`config.mk`:
```
export PLATFORM = sky130hd
export DESIGN_NAME = icache_hit_sel
export DESIGN_NICKNAME = d
export VERILOG_FILES = /design/src/icache_pkg.sv /design/src/icache_hit_sel.sv
export VERILOG_INCLUDE_DIRS = /design/src /design/src/src
export SDC_FILE = /design/constraint.sdc
export NUM_CORES = 1
export LEC_CHECK = 0
export BUFFER_PORTS_ARGS = -buffer_cell sky130_fd_sc_hd__buf_4
export CAP_MARGIN = 15
export CORE_AREA = 2 2 265 267
export DETAILED_ROUTE_END_ITERATION = 8
export DIE_AREA = 0 0 267 269
export PLACE_DENSITY = 0.3
export SLEW_MARGIN = 20
export SYNTH_ARGS = -nofsm -noshare
export SYNTH_HDL_FRONTEND = slang
export SYNTH_SLANG_ARGS = --single-unit
export TNS_END_PERCENT = 30
```
`constraint.sdc`:
```
create_clock -name vclk -period 3.65
set_clock_uncertainty 0.05 [all_clocks]
set_input_delay 1.095 -clock vclk [all_inputs]
set_output_delay 1.095 -clock vclk [all_outputs]
set_load 0.02 [all_outputs]
```
`src/icache_cfg.svh`:
```
// instruction cache configuration
// geometry of the four-way set-associative array and the replacement LFSR seed

`ifndef ICACHE_CFG_SVH
`define ICACHE_CFG_SVH

// byte address and fetch word
`define ICACHE_ADDR_W 32
`define ICACHE_FETCH_W 32

// one line holds four fetch words
`define ICACHE_LINE_W 128

// associativity and number of sets
`define ICACHE_WAYS 4
`define ICACHE_SETS 64

// address split: tag | index | byte offset
`define ICACHE_OFFSET_W 4
`define ICACHE_INDEX_W 6
`define ICACHE_TAG_W 22

// must be nonzero, an all-zero LFSR would lock up
`define ICACHE_LFSR_SEED 4'b1001

`endif

```
`src/icache_pkg.sv`:
```
// instruction cache types
// width typedefs shared by the controller, the ways and the hit selector,
// plus the controller state encoding

`include "icache_cfg.svh"

package icache_pkg;

  // address fields
  typedef logic [`ICACHE_ADDR_W-1:0] addr_t;
  typedef logic [`ICACHE_TAG_W-1:0] tag_t;
  typedef logic [`ICACHE_INDEX_W-1:0] index_t;

  // word position inside a line, byte offset without the low two bits
  typedef logic [`ICACHE_OFFSET_W-3:0] word_sel_t;

  // payload
  typedef logic [`ICACHE_LINE_W-1:0] line_t;
  typedef logic [`ICACHE_FETCH_W-1:0] fetch_t;

  // per-way vectors
  typedef logic [`ICACHE_WAYS-1:0] way_vec_t;
  typedef logic [$clog2(`ICACHE_WAYS)-1:0] way_idx_t;

  // controller states
  // FLUSH clears the valid bits one set per cycle
  // IDLE  waits for a request
  // READ  compares tags, returns a hit or issues the refill
  // MISS  waits for the refill line
  typedef enum logic [1:0] {
    FLUSH,
    IDLE,
    READ,
    MISS
  } state_e;

endpackage

```
`src/icache_hit_sel.sv`:
```
// instruction cache hit selector
// merges the per-way lookups into the hit flag and the fetch word,
// and finds the lowest invalid way for replacement

`timescale 1ns/100ps

`include "icache_cfg.svh"

module icache_hit_sel (
  input  icache_pkg::way_vec_t  hit_i,
  input  icache_pkg::way_vec_t  vld_i,
  input  icache_pkg::line_t     line_i [`ICACHE_WAYS],
  input  icache_pkg::line_t     fill_line_i,
  input  icache_pkg::word_sel_t word_sel_i,
  input  logic                  fill_sel_i,
  output logic                  any_hit_o,
  output icache_pkg::way_idx_t  inv_way_o,
  output logic                  all_valid_o,
  output icache_pkg::fetch_t    data_o
);

  icache_pkg::line_t  hit_line;
  icache_pkg::line_t  sel_line;
  // the selected line seen as fetch words
  icache_pkg::fetch_t [`ICACHE_LINE_W/`ICACHE_FETCH_W-1:0] sel_words;

  //////////////////////////////////////////////////
  // data path
  //////////////////////////////////////////////////

  // lowest hitting way wins, only one can hit anyway
  always_comb begin
    hit_line = '0;
    for (int i = `ICACHE_WAYS - 1; i >= 0; i--) begin
      if (hit_i[i]) begin
        hit_line = line_i[i];
      end
    end
  end

  // refill data bypasses the arrays
  assign sel_line  = fill_sel_i ? fill_line_i : hit_line;
  assign sel_words = sel_line;
  assign data_o    = sel_words[word_sel_i];

  assign any_hit_o = |hit_i;

  //////////////////////////////////////////////////
  // replacement info
  //////////////////////////////////////////////////

  // scan down so the lowest invalid way is the last one kept
  always_comb begin
    inv_way_o = '0;
    for (int i = `ICACHE_WAYS - 1; i >= 0; i--) begin
      if (!vld_i[i]) begin
        inv_way_o = icache_pkg::way_idx_t'(i);
      end
    end
  end

  assign all_valid_o = &vld_i;

endmodule

```
==> After elaboration in Yosys (flattened, before gate mapping) <==
Cells that the tools add are included.
{ "word_totals": {"output_inout_bits": 36, "reg_bits": 0, "elab_cells": 14, "inputBits": 651} }
{ "classes": {"n_reduce_logical": 2, "mux": 11, "n_lt_le_gt_ge": 1} }
{ "ops": {"columns": ["op", "count"], "rows": [
  ["$mux W128", 5],
  ["$bmux W32 S2", 1],
  ["$mux W32", 1],
  ["$mux W2", 4],
  ["$reduce_and A4 Y1", 1],
  ["$reduce_or A4 Y1", 1],
  ["$lt A2 B3 Y1 const B", 1]
]} }

==> Logic depth before layout (Yosys ltp) <==
Gate-level depths: netlist (run 1).
{ "depth": {"depth_word": 7, "ltp_mapped": 9, "mapped_depth_nobuf": 5} }

==> Least setup slack after synthesis (run 1) <==
Ideal clock, no wire load.
{ "synth_path": {"path_kind": "in2out", "startpoint": "input hit_i[0]", "endpoint": "output data_o[10]", "n_path_buf": 2, "arrival_time_ns": 2.705, "path_slack_ns": -0.200, "path_stages": 7, "required_time_ns": 2.505, "path_cell_list": "buf_2 clkinv_1 clkbuf_1 o22ai_1 nand2_1 o21ai_0 o311ai_0"} }
{ "synth_between": {"elab_chain_cells": 4} }
{ "synth_lines": {"columns": ["item", "line_no", "source"], "rows": [
  ["start, declared", "icache_hit_sel.sv:10", "input icache_pkg::way_vec_t hit_i,"],
  ["$mux W128", "icache_hit_sel.sv:35", "if (hit_i[i]) begin"],
  ["$mux W128", "icache_hit_sel.sv:42", "assign sel_line = fill_sel_i ? fill_line_i : hit_line;"],
  ["$bmux W32 S2", "icache_hit_sel.sv:44", "assign data_o = sel_words[word_sel_i];"],
  ["$mux W32 (not written as such)", "icache_hit_sel.sv:44", null],
  ["end, declared", "icache_hit_sel.sv:19", "output icache_pkg::fetch_t data_o"]
]} }
Every way passes these cells. The select of a mux whose other input is x is not followed.

==> Worst setup path after layout (run 1) <==
{ "layout_path": {"startpoint": "input hit_i[3]", "endpoint": "output data_o[14]"} }
{ "layout_between": {"elab_chain_cells": 7} }
{ "layout_lines": {"columns": ["item", "line_no"], "rows": [
  ["$mux W128 (4 in a row)", "icache_hit_sel.sv:35"],
  ["$mux W128", "icache_hit_sel.sv:42"],
  ["$bmux W32 S2", "icache_hit_sel.sv:44"],
  ["$mux W32 (not written as such)", "icache_hit_sel.sv:44"]
]} }
Every way passes these cells. The select of a mux whose other input is x is not followed.

==> impl_metrics.py, run 1 <==
metrics = {
    "run_status": {
        "status": "finished with violations",
        "failed_checks": "setup timing",
    },
    "routing": {
        "ant_nets": 0,
        "wl_per_cell_um": 26.8,
        "drt-total-wl_mm": 67.2,
        "vias": 10677,
        "drtIter0Drc": 577,
        "drt-pass1-iter-count": 5,
        "vias_per_cell": 4.25,
        "drc_errors": 0,
    },
    "setup_path": {
        "critPathTopFamily": "buffers and inverters",
        "path_cells": "buf_8 > nor2b_4 > buf_12 > buf_6 > buf_12 > a221oi_4 > nor3_2 > a221oi_4 > buf_6 > o211ai_1 > buf_4",
        "cpPeakStageDelay_ns": 0.31,
        "cp.arrival_ns": 2.92,
        "cp-end-kind": "output port",
        "worst-path-stages": 11,
        "worstSetupPathType": "in -> out",
        "cp-endpoint": "data_o[14]",
        "critPathLaunch": "hit_i[3]",
        "path_buf_inv": 6,
        "cp.required_ns": 2.50,
        "critPathSlowestCell": "a221oi_4",
        "cp_max_fo": 10,
        "startpoint_type": "input port",
    },
    "placed_design": {
        "port_buffers": 687,
        "place.gp.congestion": 0.879,
        "placedCellCount": 2486,
        "hpwlAfterDp_mm": 58.0,
    },
    "synth": {
        "ys_seq_area_frac": 0,
        "synth_top_cell_by_area": "a221oi_1",
        "netlist_instances": 798,
        "yosys_warnings": 0,
        "ys_top_cells_by_area": "a221oi_1 (16%), a221oi_2 (11%), o22ai_1 (11%)",
        "netlist.area_leader.share": 0.157,
        "syn-num-nets": 1449,
        "synth_common_cells": "a221oi_1 (92), o22ai_1 (91), nand2_1 (89), o21ai_0 (54), clkbuf_1 (51)",
        "synthDistinctLibCells": 37,
        "netlist_area_um2": 5140,
        "avgSynthCellArea_um2": 6.44,
        "synth.most_common_cell": "a221oi_1",
    },
    "hold_path": {
        "worstHoldPathType": "in -> out",
    },
    "power_and_ir_drop": {
        "power.share.clock": 0,
        "seqPwrFrac": 0,
        "p_leak_uw": 0.00592,
        "power_frac_comb": 1.000,
        "total_power_uw": 1900,
        "p_int_uw": 979,
        "peakVddDrop_mv": 0.0409,
        "p_sw_frac": 0.485,
        "p_switching_uw": 922,
        "pwr_density_cell_nw_per_um2": 137,
    },
    "timing": {
        "setup_viol": 32,
        "drv_slew": 0,
        "clock.fmax_mhz": 246,
        "relSlewSlack": 0.666,
        "fin_ws_ns": -0.416,
        "tightest_slew_ns": 0.501,
        "hold_viol_final": 0,
        "period_needed_ns": 4.07,
        "period_share": 1.11,
        "fin_setup_tns_ns": -8.55,
        "rsz0062_at_grt": "true",
    },
    "floorplan": {
        "die_width_um": 267,
        "pin_count": 687,
        "start_util": 0.0742,
        "rows": 97,
        "die_y_um": 269,
        "coreArea_um2": 69300,
        "die_area_um2": 71800,
    },
    "final_layout": {
        "fillCellCount": 7954,
        "stdcell_count": 2512,
        "finish.utilization": 0.200,
        "nClkBuffers": 0,
        "seqCellArea_um2": 0,
        "drive_gt1_frac": 0.661,
        "areaGrowthSynthToFinish_pct": 170,
        "fin_nets": 2219,
        "n_sequential_cell": 0,
    },
    "grt": {
        "grt.total_usage": 0.173,
        "grt_pass1_vias": 11043,
        "globalRouteOverflowTotal": 0,
        "grt_max_degree": 36,
        "grt_pass1_wl_mm": 88.0,
        "antenna_found_initial": 10,
    },
    "run": {
        "cap_violations": 0,
    },
}
per-stage QoR:
stage               hold WS, ns  instance area, um2  setup slack [ns]
detailed placement         2.43               12700             -1.07
floorplan                  2.26                5140            -0.200
CTS                        2.43               13400            -0.476
global placement           2.42               12700             -1.08
global route               2.43               13900            -0.500
finish                     2.43               13900            -0.416
placed cells by master, fill, tap and decap left out, types with 4 or more instances in the layout:
master and n:
a211oi_1 6, o22ai_2 4, nand2_1 88, buf_12 30, a22oi_1 38, a22oi_2 8
o221ai_1 4, nor3_1 15, a221o_1 5, o211ai_1 36, nand3_1 16, o21ai_1 14
buf_4 816, o311ai_1 9, nand3_2 9, o31ai_1 17, o21ai_0 43, buf_6 27
buf_8 10, a221oi_2 51, inv_1 5, o22ai_1 87, o311ai_2 6, a221oi_4 16
diode_2 6, a211oi_2 5, a221oi_1 63, nor2_1 23, o31ai_2 15, a21oi_1 47
worst min-delay path by stage:
| stage | start | to | slack, ns | cells after the start |
|---|---|---|---|---|
| 3_3_place_gp | vld_i[3] | inv_way_o[1] | 2.42 | 3 |
| 2_1_floorplan | vld_i[3] | all_valid_o | 2.26 | 2 |
| 5_1_grt | vld_i[3] | inv_way_o[1] | 2.43 | 3 |
| 3_5_place_dp | vld_i[3] | inv_way_o[1] | 2.43 | 3 |
| 6_report | vld_i[3] | inv_way_o[1] | 2.43 | 3 |
| 4_1_cts | vld_i[3] | inv_way_o[1] | 2.43 | 3 |
area by class of cell:
type	count	area (um2)	share of cell area
Tap cell	940	1180	0.0848
Multi-Input combinational cell	673	5440	0.392
Inverter	9	41.3	0.00298
Antenna cell	6	15.0	0.00108
Timing Repair Buffer	884	7210	0.519
layer usage:
| layer | wire (um) | vias to the layer above | track usage |
|---|---|---|---|
| li1 | - | 4943 | - |
| met1 | 28800 | 5164 | 0.221 |
| met2 | 33000 | 514 | 0.307 |
| met3 | 4100 | 52 | 0.0292 |
| met4 | 1310 | 4 | 0.0316 |
| met5 | 23 | - | 0 |
power groups by stage:
stage / clock network (uW) / registers, uW / logic, uW
CTS: 0 / 0 / 1870
global placement: 0 / 0 / 1750
detailed placement: 0 / 0 / 1750
global route: 0.000184 / 0 / 2020
finish: 0.000221 / 0 / 1900
floorplan: 0 / 0 / 545
kinds of logic after synthesis:
group,Yosys count,share of synthesized area
buf+inv,125,0.114
compound gates,499,0.741
simple gates,174,0.144
repair_timing:
action	CTS	global route
pin swaps	30	31
buffers inserted	16	8
hold buffers	0	0
endpoints found under the setup margin	32	32
resized for setup	138	77
hold endpoints to repair	0	0
cloned	0	0
Note: power is estimated with default switching activity, not from simulation.
==> inputs of run 2 (changes only) <==
- ABC_AREA: unset -> 1
- CORE_AREA: 2 2 265 267 -> 2 2 270 272
- DIE_AREA: 0 0 267 269 -> 0 0 272 274
==> run 2 against run 1 <==
  * The run still ends with setup timing left
  * Synthesized cell count rose by 87%
  * Final cell count grew 27%
  * Clock-buffer cell count stayed put
  * Power up 3.5%
  * Wire length increased by 5.0%
  * Highest routed layer unchanged
  * Critical endpoint is now data_o[15]
  * First-iteration DRC count shrank 14%
  * Worst hold slack better by 0.0016 ns
  * Largest power group unchanged
  * Cell area increased by 7.4%
==> impl_metrics.py, run 2 <==
metrics = {
    "run_status": {
        "status": "finished with violations",
        "failed_checks": "setup timing",
    },
    "routing": {
        "wl_per_cell_um": 22.0,
        "vias": 12567,
        "vias_per_cell": 3.93,
        "drt-total-wl_mm": 70.6,
        "drtIter0Drc": 499,
        "ant_nets": 0,
        "drc_errors": 0,
        "drt-pass1-iter-count": 4,
    },
    "synth": {
        "syn-num-nets": 2140,
        "synthDistinctLibCells": 18,
        "ys_seq_area_frac": 0,
        "ys_top_cells_by_area": "nand2_1 (38%), a21oi_1 (16%), nor2_1 (15%)",
        "yosys_warnings": 0,
        "synth_common_cells": "nand2_1 (636), nor2_1 (257), a21oi_1 (208), o21ai_0 (86), nand3_1 (58)",
        "synth.most_common_cell": "nand2_1",
        "synth_top_cell_by_area": "nand2_1",
        "netlist.area_leader.share": 0.375,
        "netlist_area_um2": 6360,
        "avgSynthCellArea_um2": 4.27,
        "netlist_instances": 1489,
    },
    "setup_path": {
        "cp.required_ns": 2.50,
        "cp-end-kind": "output port",
        "critPathSlowestCell": "nor2_4",
        "worstSetupPathType": "in -> out",
        "cp.arrival_ns": 2.62,
        "cpPeakStageDelay_ns": 0.21,
        "cp_max_fo": 6,
        "path_cells": "buf_12 > nor2_4 > buf_12 > buf_12 > buf_16 > buf_6 > nand2_2 > nand2_1 > nand2_1 > a21oi_2 > buf_4 > o21ai_2 > nand2_1 > buf_6",
        "startpoint_type": "input port",
    },
    "placed_design": {
        "place.gp.congestion": 0.856,
        "port_buffers": 687,
        "hpwlAfterDp_mm": 57.3,
        "dpl-instance-area_um2": 13800,
    },
    "final_layout": {
        "nClkBuffers": 0,
        "areaGrowthSynthToFinish_pct": 134,
        "final_area_um2": 14900,
        "seqCellArea_um2": 0,
        "finish.utilization": 0.207,
        "drive_gt1_frac": 0.443,
        "fin_nets": 2892,
        "final_cell_mix": "buf_4 (780), nand2_1 (558), nor2_1 (257)",
        "n_sequential_cell": 0,
        "final_common_cell": "buf_4",
    },
    "timing": {
        "period_share": 1.03,
        "clock.fmax_mhz": 266,
        "hold_viol_final": 0,
        "period_needed_ns": 3.77,
        "rsz0062_at_grt": "true",
        "setup_viol": 30,
        "relSlewSlack": 0.774,
        "drv_slew": 0,
        "tightest_slew_ns": 0.336,
        "fin_ws_ns": -0.116,
    },
    "run": {
        "cap_violations": 0,
    },
    "grt": {
        "met2_usage": 0.323,
        "gr-usage-met1": 0.202,
        "met3_usage": 0.0383,
        "grt_pass1_wl_mm": 94.1,
        "antenna_found_initial": 5,
        "globalRouteOverflowTotal": 0,
        "grt_max_degree": 41,
        "grt_pass1_vias": 13229,
        "grt_busiest_layer": "met2",
        "grt.total_usage": 0.174,
    },
    "floorplan": {
        "die_area_um2": 74500,
        "start_util": 0.0884,
        "coreArea_um2": 72000,
        "die_y_um": 274,
        "rows": 99,
        "pin_count": 687,
        "die_width_um": 272,
    },
    "power_and_ir_drop": {
        "peakVddDrop_mv": 0.0405,
        "p_leak_uw": 0.00755,
        "total_power_uw": 1970,
        "pwr_density_cell_nw_per_um2": 132,
    },
    "hold_path": {
        "worstHoldPathType": "in -> out",
    },
    "clock_network": {
        "cts_hold_buf": 0,
    },
}
-- run 2: per-stage QoR --
stage                     cells  setup slack (ns)  setup TNS, ns  hold WS [ns]
after global placement     3171            -0.494          -7.08          2.42
final                      3201            -0.116          -1.80          2.43
after detailed placement   3171            -0.501          -7.02          2.43
after global routing       3199            -0.225          -4.86          2.44
after floorplan            1489             0.329              0          2.26
after CTS                  3189            -0.149          -3.12          2.43
-- run 2: worst max-delay path, delay by kind of cell --
family	cells	cell delay, ns
AND/OR/NAND/NOR	5	0.44
AO/OA/AOI/OAI	2	0.21
buffers and inverters	7	0.87
-- run 2: cell families after synthesis --
group,count (synthesis),share of synthesized area
buffers and inverters,162,0.111
and+or+nand+nor,954,0.576
AOI/OAI and AO/OA,373,0.313
-- run 2: worst paths after layout --
check             startpoint           end  slack [ns]  depth (start not counted)
setup / recovery    hit_i[2]    data_o[15]       -0.12                         14
hold / removal      vld_i[1]  inv_way_o[0]        2.43                          3
-- run 2: final cells by class --
cell class / count / area (um2)
well taps: 959 / 1200
fillers: 8469 / 57100
diodes: 3 / 7.51
repair buffers: 873 / 7430
multi-input cells: 1327 / 6110
inverters: 39 / 160
-- run 2: metal layers --
layer | share of wire | routed length [um]
met1 | 0.40 | 28200
met2 | 0.50 | 35600
met3 | 0.065 | 4570
met4 | 0.030 | 2110
met5 | 0.00035 | 25
-- run 2: report_power, final --
group          internal [uW]  switching, uW  total, uW
logic                    994            973       1970
clock network       0.000111              0   0.000111
registers                  0              0          0
total                    994            973       1970
-- run 2: timing repair --
action	CTS	global route
endpoints found under the setup margin	32	32
buffers inserted	14	7
gates resized for setup	160	45
cloned	7	5
pin swaps	29	21
