`src/icache_cfg.svh`:
```
// instruction cache configuration
// geometry of the four-way set-associative array and the replacement LFSR seed

`ifndef ICACHE_CFG_SVH
`define ICACHE_CFG_SVH

// byte address and fetch word
`define ICACHE_ADDR_W 32
`define ICACHE_FETCH_W 32

// one line holds four fetch words
`define ICACHE_LINE_W 128

// associativity and number of sets
`define ICACHE_WAYS 4
`define ICACHE_SETS 64

// address split: tag | index | byte offset
`define ICACHE_OFFSET_W 4
`define ICACHE_INDEX_W 6
`define ICACHE_TAG_W 22

// must be nonzero, an all-zero LFSR would lock up
`define ICACHE_LFSR_SEED 4'b1001

`endif

```
`src/icache_pkg.sv`:
```
// instruction cache types
// width typedefs shared by the controller, the ways and the hit selector,
// plus the controller state encoding

`include "icache_cfg.svh"

package icache_pkg;

  // address fields
  typedef logic [`ICACHE_ADDR_W-1:0] addr_t;
  typedef logic [`ICACHE_TAG_W-1:0] tag_t;
  typedef logic [`ICACHE_INDEX_W-1:0] index_t;

  // word position inside a line, byte offset without the low two bits
  typedef logic [`ICACHE_OFFSET_W-3:0] word_sel_t;

  // payload
  typedef logic [`ICACHE_LINE_W-1:0] line_t;
  typedef logic [`ICACHE_FETCH_W-1:0] fetch_t;

  // per-way vectors
  typedef logic [`ICACHE_WAYS-1:0] way_vec_t;
  typedef logic [$clog2(`ICACHE_WAYS)-1:0] way_idx_t;

  // controller states
  // FLUSH clears the valid bits one set per cycle
  // IDLE  waits for a request
  // READ  compares tags, returns a hit or issues the refill
  // MISS  waits for the refill line
  typedef enum logic [1:0] {
    FLUSH,
    IDLE,
    READ,
    MISS
  } state_e;

endpackage

```
`src/icache_ctrl.sv`:
```
// instruction cache controller
// runs the fetch FSM, holds the request address and pending flush,
// sweeps the valid bits on flush and picks the way to refill

`timescale 1ns/100ps

`include "icache_cfg.svh"

module icache_ctrl (
  input  logic                 clk_i,
  input  logic                 rst_ni,
  // fetch side
  input  logic                 req_i,
  input  icache_pkg::addr_t    addr_i,
  output logic                 ready_o,
  output logic                 valid_o,
  input  logic                 flush_i,
  // refill side
  output logic                 mem_req_o,
  output icache_pkg::addr_t    mem_addr_o,
  input  logic                 mem_ack_i,
  input  logic                 mem_rtrn_vld_i,
  // from the hit selector
  input  logic                 any_hit_i,
  input  icache_pkg::way_idx_t inv_way_i,
  input  logic                 all_valid_i,
  // array control
  output logic                 rd_en_o,
  output logic                 clr_en_o,
  output icache_pkg::way_vec_t wr_en_o,
  output icache_pkg::index_t   index_o,
  output icache_pkg::tag_t     req_tag_o,
  output icache_pkg::word_sel_t word_sel_o,
  output logic                 fill_sel_o
);

  icache_pkg::state_e   state_d, state_q;
  icache_pkg::addr_t    addr_q;
  icache_pkg::index_t   flush_cnt_d, flush_cnt_q;
  icache_pkg::way_vec_t repl_oh_q;
  icache_pkg::way_idx_t rnd_way;
  icache_pkg::way_idx_t repl_way;
  logic                 flush_d, flush_q;
  logic                 flush_done;
  logic                 accept;
  logic                 lfsr_en;
  logic [3:0]           lfsr_q;

  //////////////////////////////////////////////////
  // address split and array addressing
  //////////////////////////////////////////////////

  assign accept = ready_o & req_i;

  // tag and word always refer to the request being served
  assign req_tag_o  = addr_q[`ICACHE_ADDR_W-1 -: `ICACHE_TAG_W];
  assign word_sel_o = addr_q[`ICACHE_OFFSET_W-1:2];

  // refill requests are always line aligned
  assign mem_addr_o = {addr_q[`ICACHE_ADDR_W-1:`ICACHE_OFFSET_W], {`ICACHE_OFFSET_W{1'b0}}};

  // flush sweep, new lookup, or the held request for a fill
  assign index_o = (state_q == icache_pkg::FLUSH) ? flush_cnt_q :
                   accept ? addr_i[`ICACHE_OFFSET_W +: `ICACHE_INDEX_W] :
                            addr_q[`ICACHE_OFFSET_W +: `ICACHE_INDEX_W];

  assign flush_done = (flush_cnt_q == icache_pkg::index_t'(`ICACHE_SETS - 1));

  //////////////////////////////////////////////////
  // main FSM
  //////////////////////////////////////////////////

  always_comb begin
    state_d     = state_q;
    flush_d     = flush_q | flush_i;
    flush_cnt_d = flush_cnt_q;
    ready_o     = 1'b0;
    valid_o     = 1'b0;
    mem_req_o   = 1'b0;
    rd_en_o     = 1'b0;
    clr_en_o    = 1'b0;
    wr_en_o     = '0;
    fill_sel_o  = 1'b0;
    lfsr_en     = 1'b0;

    unique case (state_q)
      icache_pkg::FLUSH: begin
        // one set per cycle
        clr_en_o    = 1'b1;
        flush_cnt_d = flush_cnt_q + 1'b1;
        if (flush_done) begin
          state_d     = icache_pkg::IDLE;
          flush_d     = 1'b0;
          flush_cnt_d = '0;
        end
      end
      icache_pkg::IDLE: begin
        if (flush_d) begin
          state_d = icache_pkg::FLUSH;
        end else begin
          ready_o = 1'b1;
          if (req_i) begin
            rd_en_o = 1'b1;
            state_d = icache_pkg::READ;
          end
        end
      end
      icache_pkg::READ: begin
        if (any_hit_i) begin
          valid_o = 1'b1;
          state_d = icache_pkg::IDLE;
          // take the next request right away unless a flush waits
          if (!flush_d) begin
            ready_o = 1'b1;
            if (req_i) begin
              rd_en_o = 1'b1;
              state_d = icache_pkg::READ;
            end
          end
        end else begin
          // miss, hold the refill request until memory takes it
          mem_req_o = 1'b1;
          if (mem_ack_i) begin
            state_d = icache_pkg::MISS;
          end
        end
      end
      icache_pkg::MISS: begin
        // word comes straight from the returned line
        fill_sel_o = 1'b1;
        if (mem_rtrn_vld_i) begin
          valid_o = 1'b1;
          wr_en_o = repl_oh_q;
          lfsr_en = all_valid_i;
          state_d = icache_pkg::IDLE;
        end
      end
      default: begin
        state_d = icache_pkg::FLUSH;
      end
    endcase
  end

  //////////////////////////////////////////////////
  // replacement
  //////////////////////////////////////////////////

  // 4-bit maximal LFSR, x^4 + x^3 + 1
  assign rnd_way  = lfsr_q[$bits(icache_pkg::way_idx_t)-1:0];
  assign repl_way = all_valid_i ? rnd_way : inv_way_i;

  always_ff @(posedge clk_i or negedge rst_ni) begin
    if (!rst_ni) begin
      state_q     <= icache_pkg::FLUSH;
      flush_q     <= 1'b0;
      flush_cnt_q <= '0;
      repl_oh_q   <= '0;
      lfsr_q      <= `ICACHE_LFSR_SEED;
    end else begin
      state_q     <= state_d;
      flush_q     <= flush_d;
      flush_cnt_q <= flush_cnt_d;
      // way choice is settled while the tags are compared
      if (state_q == icache_pkg::READ) begin
        repl_oh_q <= icache_pkg::way_vec_t'(1) << repl_way;
      end
      if (lfsr_en) begin
        lfsr_q <= {lfsr_q[2:0], lfsr_q[3] ^ lfsr_q[2]};
      end
    end
  end

  // request address, loaded on accept
  always_ff @(posedge clk_i) begin
    if (accept) begin
      addr_q <= addr_i;
    end
  end

endmodule

```
`config.mk`:
```
export PLATFORM = sky130hd
export DESIGN_NAME = icache_ctrl
export DESIGN_NICKNAME = d
export VERILOG_FILES = /design/src/icache_pkg.sv /design/src/icache_ctrl.sv
export VERILOG_INCLUDE_DIRS = /design/src /design/src/src
export SDC_FILE = /design/constraint.sdc
export NUM_CORES = 1
export LEC_CHECK = 0
export BUFFER_PORTS_ARGS = -buffer_cell sky130_fd_sc_hd__buf_2
export CORE_MARGIN = 4
export CORE_UTILIZATION = 25
export CTS_CLUSTER_DIAMETER = 40
export CTS_CLUSTER_SIZE = 12
export DETAILED_ROUTE_END_ITERATION = 12
export PLACE_DENSITY = 0.53
export SYNTH_ARGS = -nofsm -noshare
export SYNTH_HDL_FRONTEND = slang
export SYNTH_SLANG_ARGS = --single-unit
export TNS_END_PERCENT = 100
```
`constraint.sdc`:
```
create_clock -name clk_i -period 2.66 [get_ports clk_i]
set_clock_uncertainty 0.05 [all_clocks]
set_input_delay 0.133 -clock clk_i [delete_from_list [all_inputs] [get_ports clk_i]]
set_output_delay 0.133 -clock clk_i [all_outputs]
set_load 0.02 [all_outputs]
```
### Word-level counts from Yosys, hierarchy flattened

Cells that the tools add are included.
Widths: inputs -> output; s select.

* bits in registers: 49
* bits in latches: 0
* RAM bits: 0
* ROM bits: 0
* input bits: 42
* memories: 0

* $add $sub $neg: 1
* multipliers: 0
* divide/modulo/power cells: 0
* order comparisons: 0
* eq/ne operators: 8
* shifts and indexed selects: 1
* mux-type cells: 33
* bitwise gates (word level): 3
* reduce and logical (&&, ||, !) cells: 2

Operators with widths (number)
* $mux 2: 9
* $mux 6: 3
* $mux 1: 15
* $mux 4: 2
* $pmux 2 s4: 1
* $add 6x1->6 const B: 1
* $eq 6x6->1 const B: 1
* $ne 3x3->1 const B: 2
* $pmux 1 s2: 3
* $eq 2x2->1 const B: 2
* $ne 2x2->1 const B: 2
* $reduce_and 4->1: 1
* $shl 1x2->4 const A: 1
* $eq 2x1->1 const B: 1
* $logic_not 2->1: 1
* $and 1x1->1: 1
* $or 1x1->1: 1
* $xor 1x1->1: 1

### Logic depth before layout (Yosys ltp)

Gate-level depths: netlist (run 1).

* word-level depth: 7
* gate-level depth with buffers: 6
* mapped depth without buffers: 6

### Worst setup path after synthesis (run 1)

No wires, ideal clock.

* kind: flip-flop to flip-flop
* start: register state_q[0]
* end: register addr_q[10], enable pin
* setup time: 0.385 ns
* arrival: 1.682 ns
* slack: 0.544 ns
* cell stages (with the launch flop): 6
* clock period less this slack: 2.116 ns
* cells stage by stage: dfrtp_1 > inv_1 > ha_1 > a21o_1 > nand4_4 > inv_1

* cells in the longest elaborated chain, start to end: 3

RTL lines
* from (decl): line icache_ctrl.sv:37 `icache_pkg::state_e state_d, state_q;`
* from (signal assigned): line icache_ctrl.sv:154 `state_q <= icache_pkg::FLUSH;`
* from (signal assigned): line icache_ctrl.sv:160 `state_q <= state_d;`
* $eq 2x2->1 or $eq 2x1->1 (tied branches): line icache_ctrl.sv:86 `unique case (state_q)`
* $pmux 1 s2 *: line icache_ctrl.sv:86
* $and 1x1->1 *: line icache_ctrl.sv:53 `assign accept = ready_o & req_i;`
* to (signal assigned): line icache_ctrl.sv:176 `addr_q <= addr_i;`
* to (decl): line icache_ctrl.sv:38 `icache_pkg::addr_t addr_q;`

Every way passes the cells marked *; elsewhere a longest branch is shown, timed or not.
A chain may end at the register's enable or synchronous reset.

### Worst setup path after layout (run 1)

* start: register state_q[1]
* end: output index_o[3]

* cells in the longest elaborated chain, start to end: 5

RTL lines
* $eq 2x2->1 or $eq 2x1->1 (tied branches): line icache_ctrl.sv:86
* $pmux 1 s2: line icache_ctrl.sv:86
* $and 1x1->1: line icache_ctrl.sv:53
* $mux 6: line icache_ctrl.sv:64 `` accept ? addr_i[`ICACHE_OFFSET_W +: `ICACHE_INDEX_W] : ``
* $mux 6 *: line icache_ctrl.sv:63 `assign index_o = (state_q == icache_pkg::FLUSH) ? flush_cnt_q :`
* to (decl): line icache_ctrl.sv:31 `output icache_pkg::index_t index_o,`

Marked as above.

==> results of run 1 <==
worst register-to-register path: stages (launching register included):
cell and delay (ns):
dfrtp_1 0.40, inv_1 0.11, ha_1 0.21, a21o_1 0.15, nand4_4 0.22, inv_1 0.11
buf_4 0.36
worst paths after layout:
| kind | from | endpoint | slack [ns] | cells past startpoint |
|---|---|---|---|---|
| min | flush_i | flush_q$_DFF_PN0_ | 0.13 | 3 |
| max reg2reg | state_q[1]$_DFFE_PN0P_ | addr_q[31]$_DFFE_PN_ | 0.70 | 6 |
| max | state_q[1]$_DFFE_PN0P_ | index_o[3] | 0.55 | 7 |
| min in group asynchronous | rst_ni | flush_cnt_q[5]$_DFFE_PN0N_ | 0.23 | 2 |
| max in group asynchronous | rst_ni | lfsr_q[0]$_DFFE_PN1P_ | 2.01 | 2 |
| min reg2reg | lfsr_q[0]$_DFFE_PN1P_ | lfsr_q[0]$_DFFE_PN1P_ | 0.46 | 2 |
area by class of cell:
class / instances / share of cell area [%]
flip-flops and latches: 47 / 43.0
repair buffers: 141 / 28.1
multi-input cells: 84 / 19.5
well taps: 105 / 4.25
clock buffers: 6 / 2.35
inverters: 13 / 1.58
clock inverters: 2 / 1.22
sequential cells by signal, summed over array words and instances (netlist names):
| name | count |
|---|---|
| repl_oh_q | 4 |
| addr_q | 30 |
| state_q | 2 |
| flush_q | 1 |
| lfsr_q | 4 |
| flush_cnt_q | 6 |
cells in the final DEF, fill, tap and decap left out, types with 4 or more instances in the layout:
cell,n
inv_1,13
and3_1,6
dfrtp_1,15
o21ai_0,9
buf_2,107
mux2_2,7
a21oi_1,4
nand2_1,9
edfxtp_1,30
o21ai_1,5
conb_1,4
nand3_1,6
mux2i_1,10
ha_1,5
dlygate4sd3_1,31
clkbuf_8,5
per-stage QoR:
step	setup WS [ns]	hold slack [ns]	utilization, %	cells	cell area [um^2]
2_1_floorplan	0.544	-0.213	-	174	2190
3_3_place_gp	0.696	0.0368	32.0	359	2670
3_5_place_dp	0.675	0.0409	32.0	359	2670
4_1_cts	0.489	0.122	37.0	398	3090
5_1_grt	0.365	0.138	37.0	398	3090
6_report	0.552	0.135	37.0	398	3090
metal layers:
layer / part of all wire [%] / global-route usage, %
met1: 42 / 11.7
met5: 0 / 0
met2: 45 / 17.6
met3: 12 / 3.58
met4: 0.66 / 2.45
logic make-up (layout without fill, tap and decap cells):
group	count (synthesis)	in the layout	share of synthesized area, %
AO/OA/AOI/OAI	24	24	6.71
XOR/XNOR	3	3	1.21
adder cells (fa/ha/maj)	5	5	2.87
buffers and inverters	43	162	12.0
flip-flops	47	47	60.9
multiplexers	17	17	8.20
other	1	4	0.172
AND/OR/NAND/NOR	31	31	7.92
timing repair:
action	4_1_cts	5_1_grt
endpoints found under the hold margin	45	0
setup endpoints to repair	0	0
buffers inserted	0	0
hold buffers	31	0
power breakdown:
part,leakage (nW),switching [mW],internal (mW),total [mW]
Combinational,0.956,0.305,0.248,0.553
Sequential,0.464,0.0766,0.846,0.922
Clock,0.0514,0.242,0.281,0.523
Total,1.47,0.624,1.37,2.00
==> results.py, run 1 <==
metrics = {
    "run_status": {
        "outcome": "complete, no violations",
    },
    "placed_design": {
        "gp_congestion": 0.733,
        "dp_hpwl_mm": 4.06,
        "port_buffers": 107,
    },
    "synthesis": {
        "synthTopCellsByCount": "edfxtp_1 (30), buf_4 (26), dfrtp_1 (15)",
        "ys_ff_latch": 47,
        "syn_area_um2": 2180,
        "yosysTopAreaCell": "edfxtp_1",
        "yosys.area.top_type_share_pct": 41.3,
        "yosysMostFrequentCell": "edfxtp_1",
        "yosys_warnings": 0,
        "synth_edf_count": 30,
        "synth_area_leaders": "edfxtp_1 (41%), dfrtp_1 (17%), buf_4 (9.0%)",
        "synth-async-reset-ratio_pct": 36.2,
        "synth_ff_type": "edfxtp_1",
        "yosysSeqAreaShare_pct": 60.9,
        "ys_types": 31,
        "avgSynthCellArea_um2": 12.8,
        "synthCells": 171,
    },
    "global_route": {
        "grt_start_max_net_pins": 31,
        "grt_use_total_pct": 10.0,
        "antenna_found_initial": 0,
        "grt_pass1_vias": 1664,
        "grt_pass1_wl_mm": 7.96,
        "grt_overflow": 0,
    },
    "finish": {
        "drive_above_1_share_pct": 44.4,
        "fillers": 823,
        "multiInputGateArea_um2": 602,
        "nets": 339,
        "n_antenna_cell": 0,
        "regArea_um2": 1330,
        "syn_to_final_growth_pct": 41.7,
    },
    "critical_path": {
        "critPathLaunchType": "flop",
        "worst-setup-path-type": "reg -> out",
        "crit_family": "flip-flops",
        "cp_max_fo": 8,
        "crit_arrival_ns": 1.93,
        "worst-path-buf-inv": 2,
        "required_ns": 2.48,
        "crit_chain": "inv_1, ha_1, a21o_1, nand4_4, mux2i_1, a21oi_1, buf_2",
        "cp_slowest_cell": "dfrtp_1",
        "critPathMaxStageDelay_ns": 0.40,
        "endpoint_kind": "primary output",
    },
    "hold_path": {
        "min_path_type": "in -> reg",
    },
    "power_and_ir_drop": {
        "cellPowerDensity_nw_per_um2": 647,
        "leakage_nw": 1.47,
        "ir_worst_vdd_v": 0.000306,
        "power_mw": 2.00,
    },
    "timing": {
        "rsz0062_at_grt": "false",
        "final_max_slew_viol_count": 0,
        "fmax_ghz": 0.474,
        "final_hold_viol_count": 0,
        "fin_crit_ns": 2.11,
        "setup_viol": 0,
        "fin_crit_sh_pct": 79.3,
        "setup_tns_ns": 0,
    },
    "detailed_routing": {
        "first_pass_iters": 4,
        "vias": 1670,
        "drt_iter0_markers": 28,
        "wl_per_cell_um": 13.4,
        "remaining_drc_errors": 0,
        "ant_nets": 0,
        "drt-total-wl_mm": 5.34,
        "viasPerCell": 4.20,
    },
    "floorplan": {
        "start_util_pct": 26.1,
        "fp.dieH_um": 101,
        "fp.coreArea_um2": 8340,
        "die_x_um": 101,
        "die_area_um2": 10300,
        "ios": 114,
        "placementRows": 33,
    },
    "cts": {
        "cts_max_path_buffers": 2,
        "cts_tree": "done",
        "cts_resized": 0,
        "cts_buffers": 5,
        "clk_pin_slew_ns": 0.08,
        "clk_latency_ns": 0.30,
        "htree_num_levels": 2,
        "clkSinkCount": 47,
        "cts_root_buf": "clkbuf_8",
    },
    "run": {
        "max-cap-violations": 0,
    },
}
Power figures use the tool's default switching activity.
==> run 2: changes to the inputs <==
--- a/config.mk
+++ b/config.mk
@@ -12,7 +12,7 @@
 export CTS_CLUSTER_DIAMETER = 40
 export CTS_CLUSTER_SIZE = 12
 export DETAILED_ROUTE_END_ITERATION = 12
-export PLACE_DENSITY = 0.53
+export PLACE_DENSITY = 0.55
 export SYNTH_ARGS = -nofsm -noshare
 export SYNTH_HDL_FRONTEND = slang
 export SYNTH_SLANG_ARGS = --single-unit
==> constraint.sdc (replaced) <==
create_clock -name clk_i -period 1.83 [get_ports clk_i]
set_clock_uncertainty 0.05 [all_clocks]
set_input_delay 0.0915 -clock clk_i [delete_from_list [all_inputs] [get_ports clk_i]]
set_output_delay 0.0915 -clock clk_i [all_outputs]
set_load 0.02 [all_outputs]
==> run 2 against run 1 <==
Compared with the run above: the flow now finishes with violations (negative setup slack); hold slack got worse by 0.059 ns; die area unchanged; routed wire length increased by 5.3%; critical path type unchanged; largest power group unchanged; global-route usage increased by 0.62 points; power grew 45%; largest cell class unchanged; flip-flop and latch count did not move; critical path depth decreased by 1; sequential share of layout area is 1.1 points lower; via count increased by 3.4%; non-clock buffer count increased by 5; clock power up 21%; core utilization is 0.98 points higher.
==> results.py, run 2 (synthesis gave the netlist of run 1 again) <==
metrics = {
    "critical_path": {
        "critical_path_depth": 6,
        "crit_family": "flip-flops",
        "r2r-end": "addr_q[17]$_DFFE_PN_",
        "crit_arrival_ns": 1.87,
        "cp_slowest_cell": "dfrtp_1",
        "crit_chain": "inv_2, ha_1, nand4_4, mux2i_2, a21oi_1, buf_4",
        "rrSetupSlack_ns": -0.04,
        "critPathMaxStageDelay_ns": 0.40,
        "startpoint": "state_q[0]$_DFFE_PN0P_",
        "cp_max_fo": 8,
        "endpoint_kind": "primary output",
        "r2r_cells": 6,
        "worst-setup-path-type": "reg -> out",
        "r2r-start": "state_q[0]$_DFFE_PN0P_",
        "required_ns": 1.69,
        "critPathLaunchType": "flop",
        "worst-path-buf-inv": 2,
        "critPathCapture": "index_o[3]",
    },
    "timing": {
        "fmax_ghz": 0.497,
        "setup_tns_ns": -1.88,
        "setup_ws_ns": -0.182,
        "fin_crit_ns": 2.01,
        "rsz0062_at_grt": "true",
        "setup_viol": 32,
        "holdWs_ns": 0.0764,
        "fin_crit_sh_pct": 110,
        "final_hold_viol_count": 0,
        "final_max_slew_viol_count": 0,
    },
    "finish": {
        "mostFrequentLayoutCells": "buf_2 (100), dlygate4sd3_1 (31), edfxtp_1 (30)",
        "syn_to_final_growth_pct": 45.4,
        "nets": 344,
        "stdcell_area_um2": 3170,
        "n_antenna_cell": 0,
        "fillers": 813,
        "final_common_cell": "buf_2",
        "reg_top3": "addr_q x30, flush_cnt_q x6",
        "largest_reg_flops": 30,
        "drive_above_1_share_pct": 47.3,
        "post-route-util_pct": 38.0,
        "fin_cells": 403,
        "largest-register": "addr_q",
    },
    "cts": {
        "htree_num_levels": 2,
        "clkSinkCount": 47,
        "cts_max_path_buffers": 2,
        "clk_pin_slew_ns": 0.09,
        "cts_tree": "done",
        "cts_root_buf": "clkbuf_8",
        "cts_buffers": 5,
        "clk_latency_ns": 0.30,
    },
    "placed_design": {
        "pre_cts_slack_ns": 0.0355,
        "dp_cells": 361,
        "placed_cell_area_um2": 2720,
        "dp_hpwl_mm": 4.28,
        "gp_congestion": 0.776,
        "port_buffers": 107,
    },
    "floorplan": {
        "start_util_pct": 26.1,
        "fp.dieH_um": 101,
        "fp.coreArea_um2": 8340,
        "die_x_um": 101,
        "ios": 114,
        "placementRows": 33,
        "die_area_um2": 10300,
    },
    "detailed_routing": {
        "remaining_drc_errors": 0,
        "first_pass_iters": 4,
        "drt_iter0_markers": 23,
        "drt-total-wl_mm": 5.62,
        "vias": 1726,
        "wl_per_cell_um": 13.9,
        "viasPerCell": 4.28,
        "ant_nets": 0,
    },
    "power_and_ir_drop": {
        "power_mw": 2.91,
        "leakage_nw": 1.48,
        "cellPowerDensity_nw_per_um2": 917,
        "ir_worst_vdd_v": 0.000328,
    },
    "run_status": {
        "outcome": "complete, but fails checks",
        "violations": "negative setup slack",
    },
    "global_route": {
        "met3_usage_pct": 3.79,
        "grt_pass1_wl_mm": 8.47,
        "grt_overflow": 0,
        "use_met2_pct": 18.5,
        "met1_usage_pct": 12.2,
        "grt_pass1_vias": 1665,
        "grt_use_total_pct": 10.6,
        "grt_start_max_net_pins": 27,
        "antenna_found_initial": 0,
        "top_usage_layer": "met2",
    },
    "run": {
        "max-cap-violations": 0,
    },
    "hold_path": {
        "min_path_type": "in -> reg",
    },
}
==> run 2: cell types whose count changed in the layout (fill, tap and decap cells not counted), sizes merged <==
cell	before	now
buf	110	115
bufinv	1	0
clkbuf	6	5
clkinv	0	2
clkinvlp	1	2
inv	13	12
==> run 2: worst min path at each step <==
stage,from,to,cells after the start
detailed placement,rst_ni,lfsr_q[1]$_DFFE_PN0P_,1
CTS,flush_i,flush_q$_DFF_PN0_,3
global placement,rst_ni,lfsr_q[1]$_DFFE_PN0P_,1
finish,flush_i,flush_q$_DFF_PN0_,3
floorplan,rst_ni,flush_cnt_q[0]$_DFFE_PN0N_,0
global route,flush_i,flush_q$_DFF_PN0_,3
==> run 2: report_power, final <==
group	internal [mW]	switching [mW]
Clock	0.267	0.366
Sequential	1.23	0.113
Combinational	0.457	0.475
==> run 2: final cells by class <==
| type | instances | area (um^2) | share of cell area [%] |
|---|---|---|---|
| well taps | 105 | 131 | 4.14 |
| repair buffers | 146 | 948 | 29.9 |
| inverters | 13 | 52.6 | 1.66 |
| clock inverters | 3 | 20.0 | 0.631 |
| clock buffers | 5 | 68.8 | 2.17 |
| flip-flops and latches | 47 | 1330 | 41.9 |
| multi-input cells | 84 | 621 | 19.6 |
==> run 2: repair_timing <==
item | 4_1_cts | 5_1_grt
pin swaps | 2 | 0
endpoints found under the setup margin | 6 | 37
hold endpoints to repair | 45 | 0
gates resized for setup | 9 | 1
hold buffers | 31 | 0
setup buffers | 3 | 0
==> run 2: metal layers <==
metal,wire [um],vias to the layer above
met4,55,0
li1,-,822
met2,2740,97
met1,2190,801
met3,640,6
met5,0,-
==> run 2: worst register-to-register path, cell delays in order, from the launching register on <==
cell and delay (ns):
dfrtp_1 0.40, inv_2 0.08, ha_1 0.34, nand4_4 0.23
buf_4 0.23, clkinvlp_4 0.08, buf_12 0.18
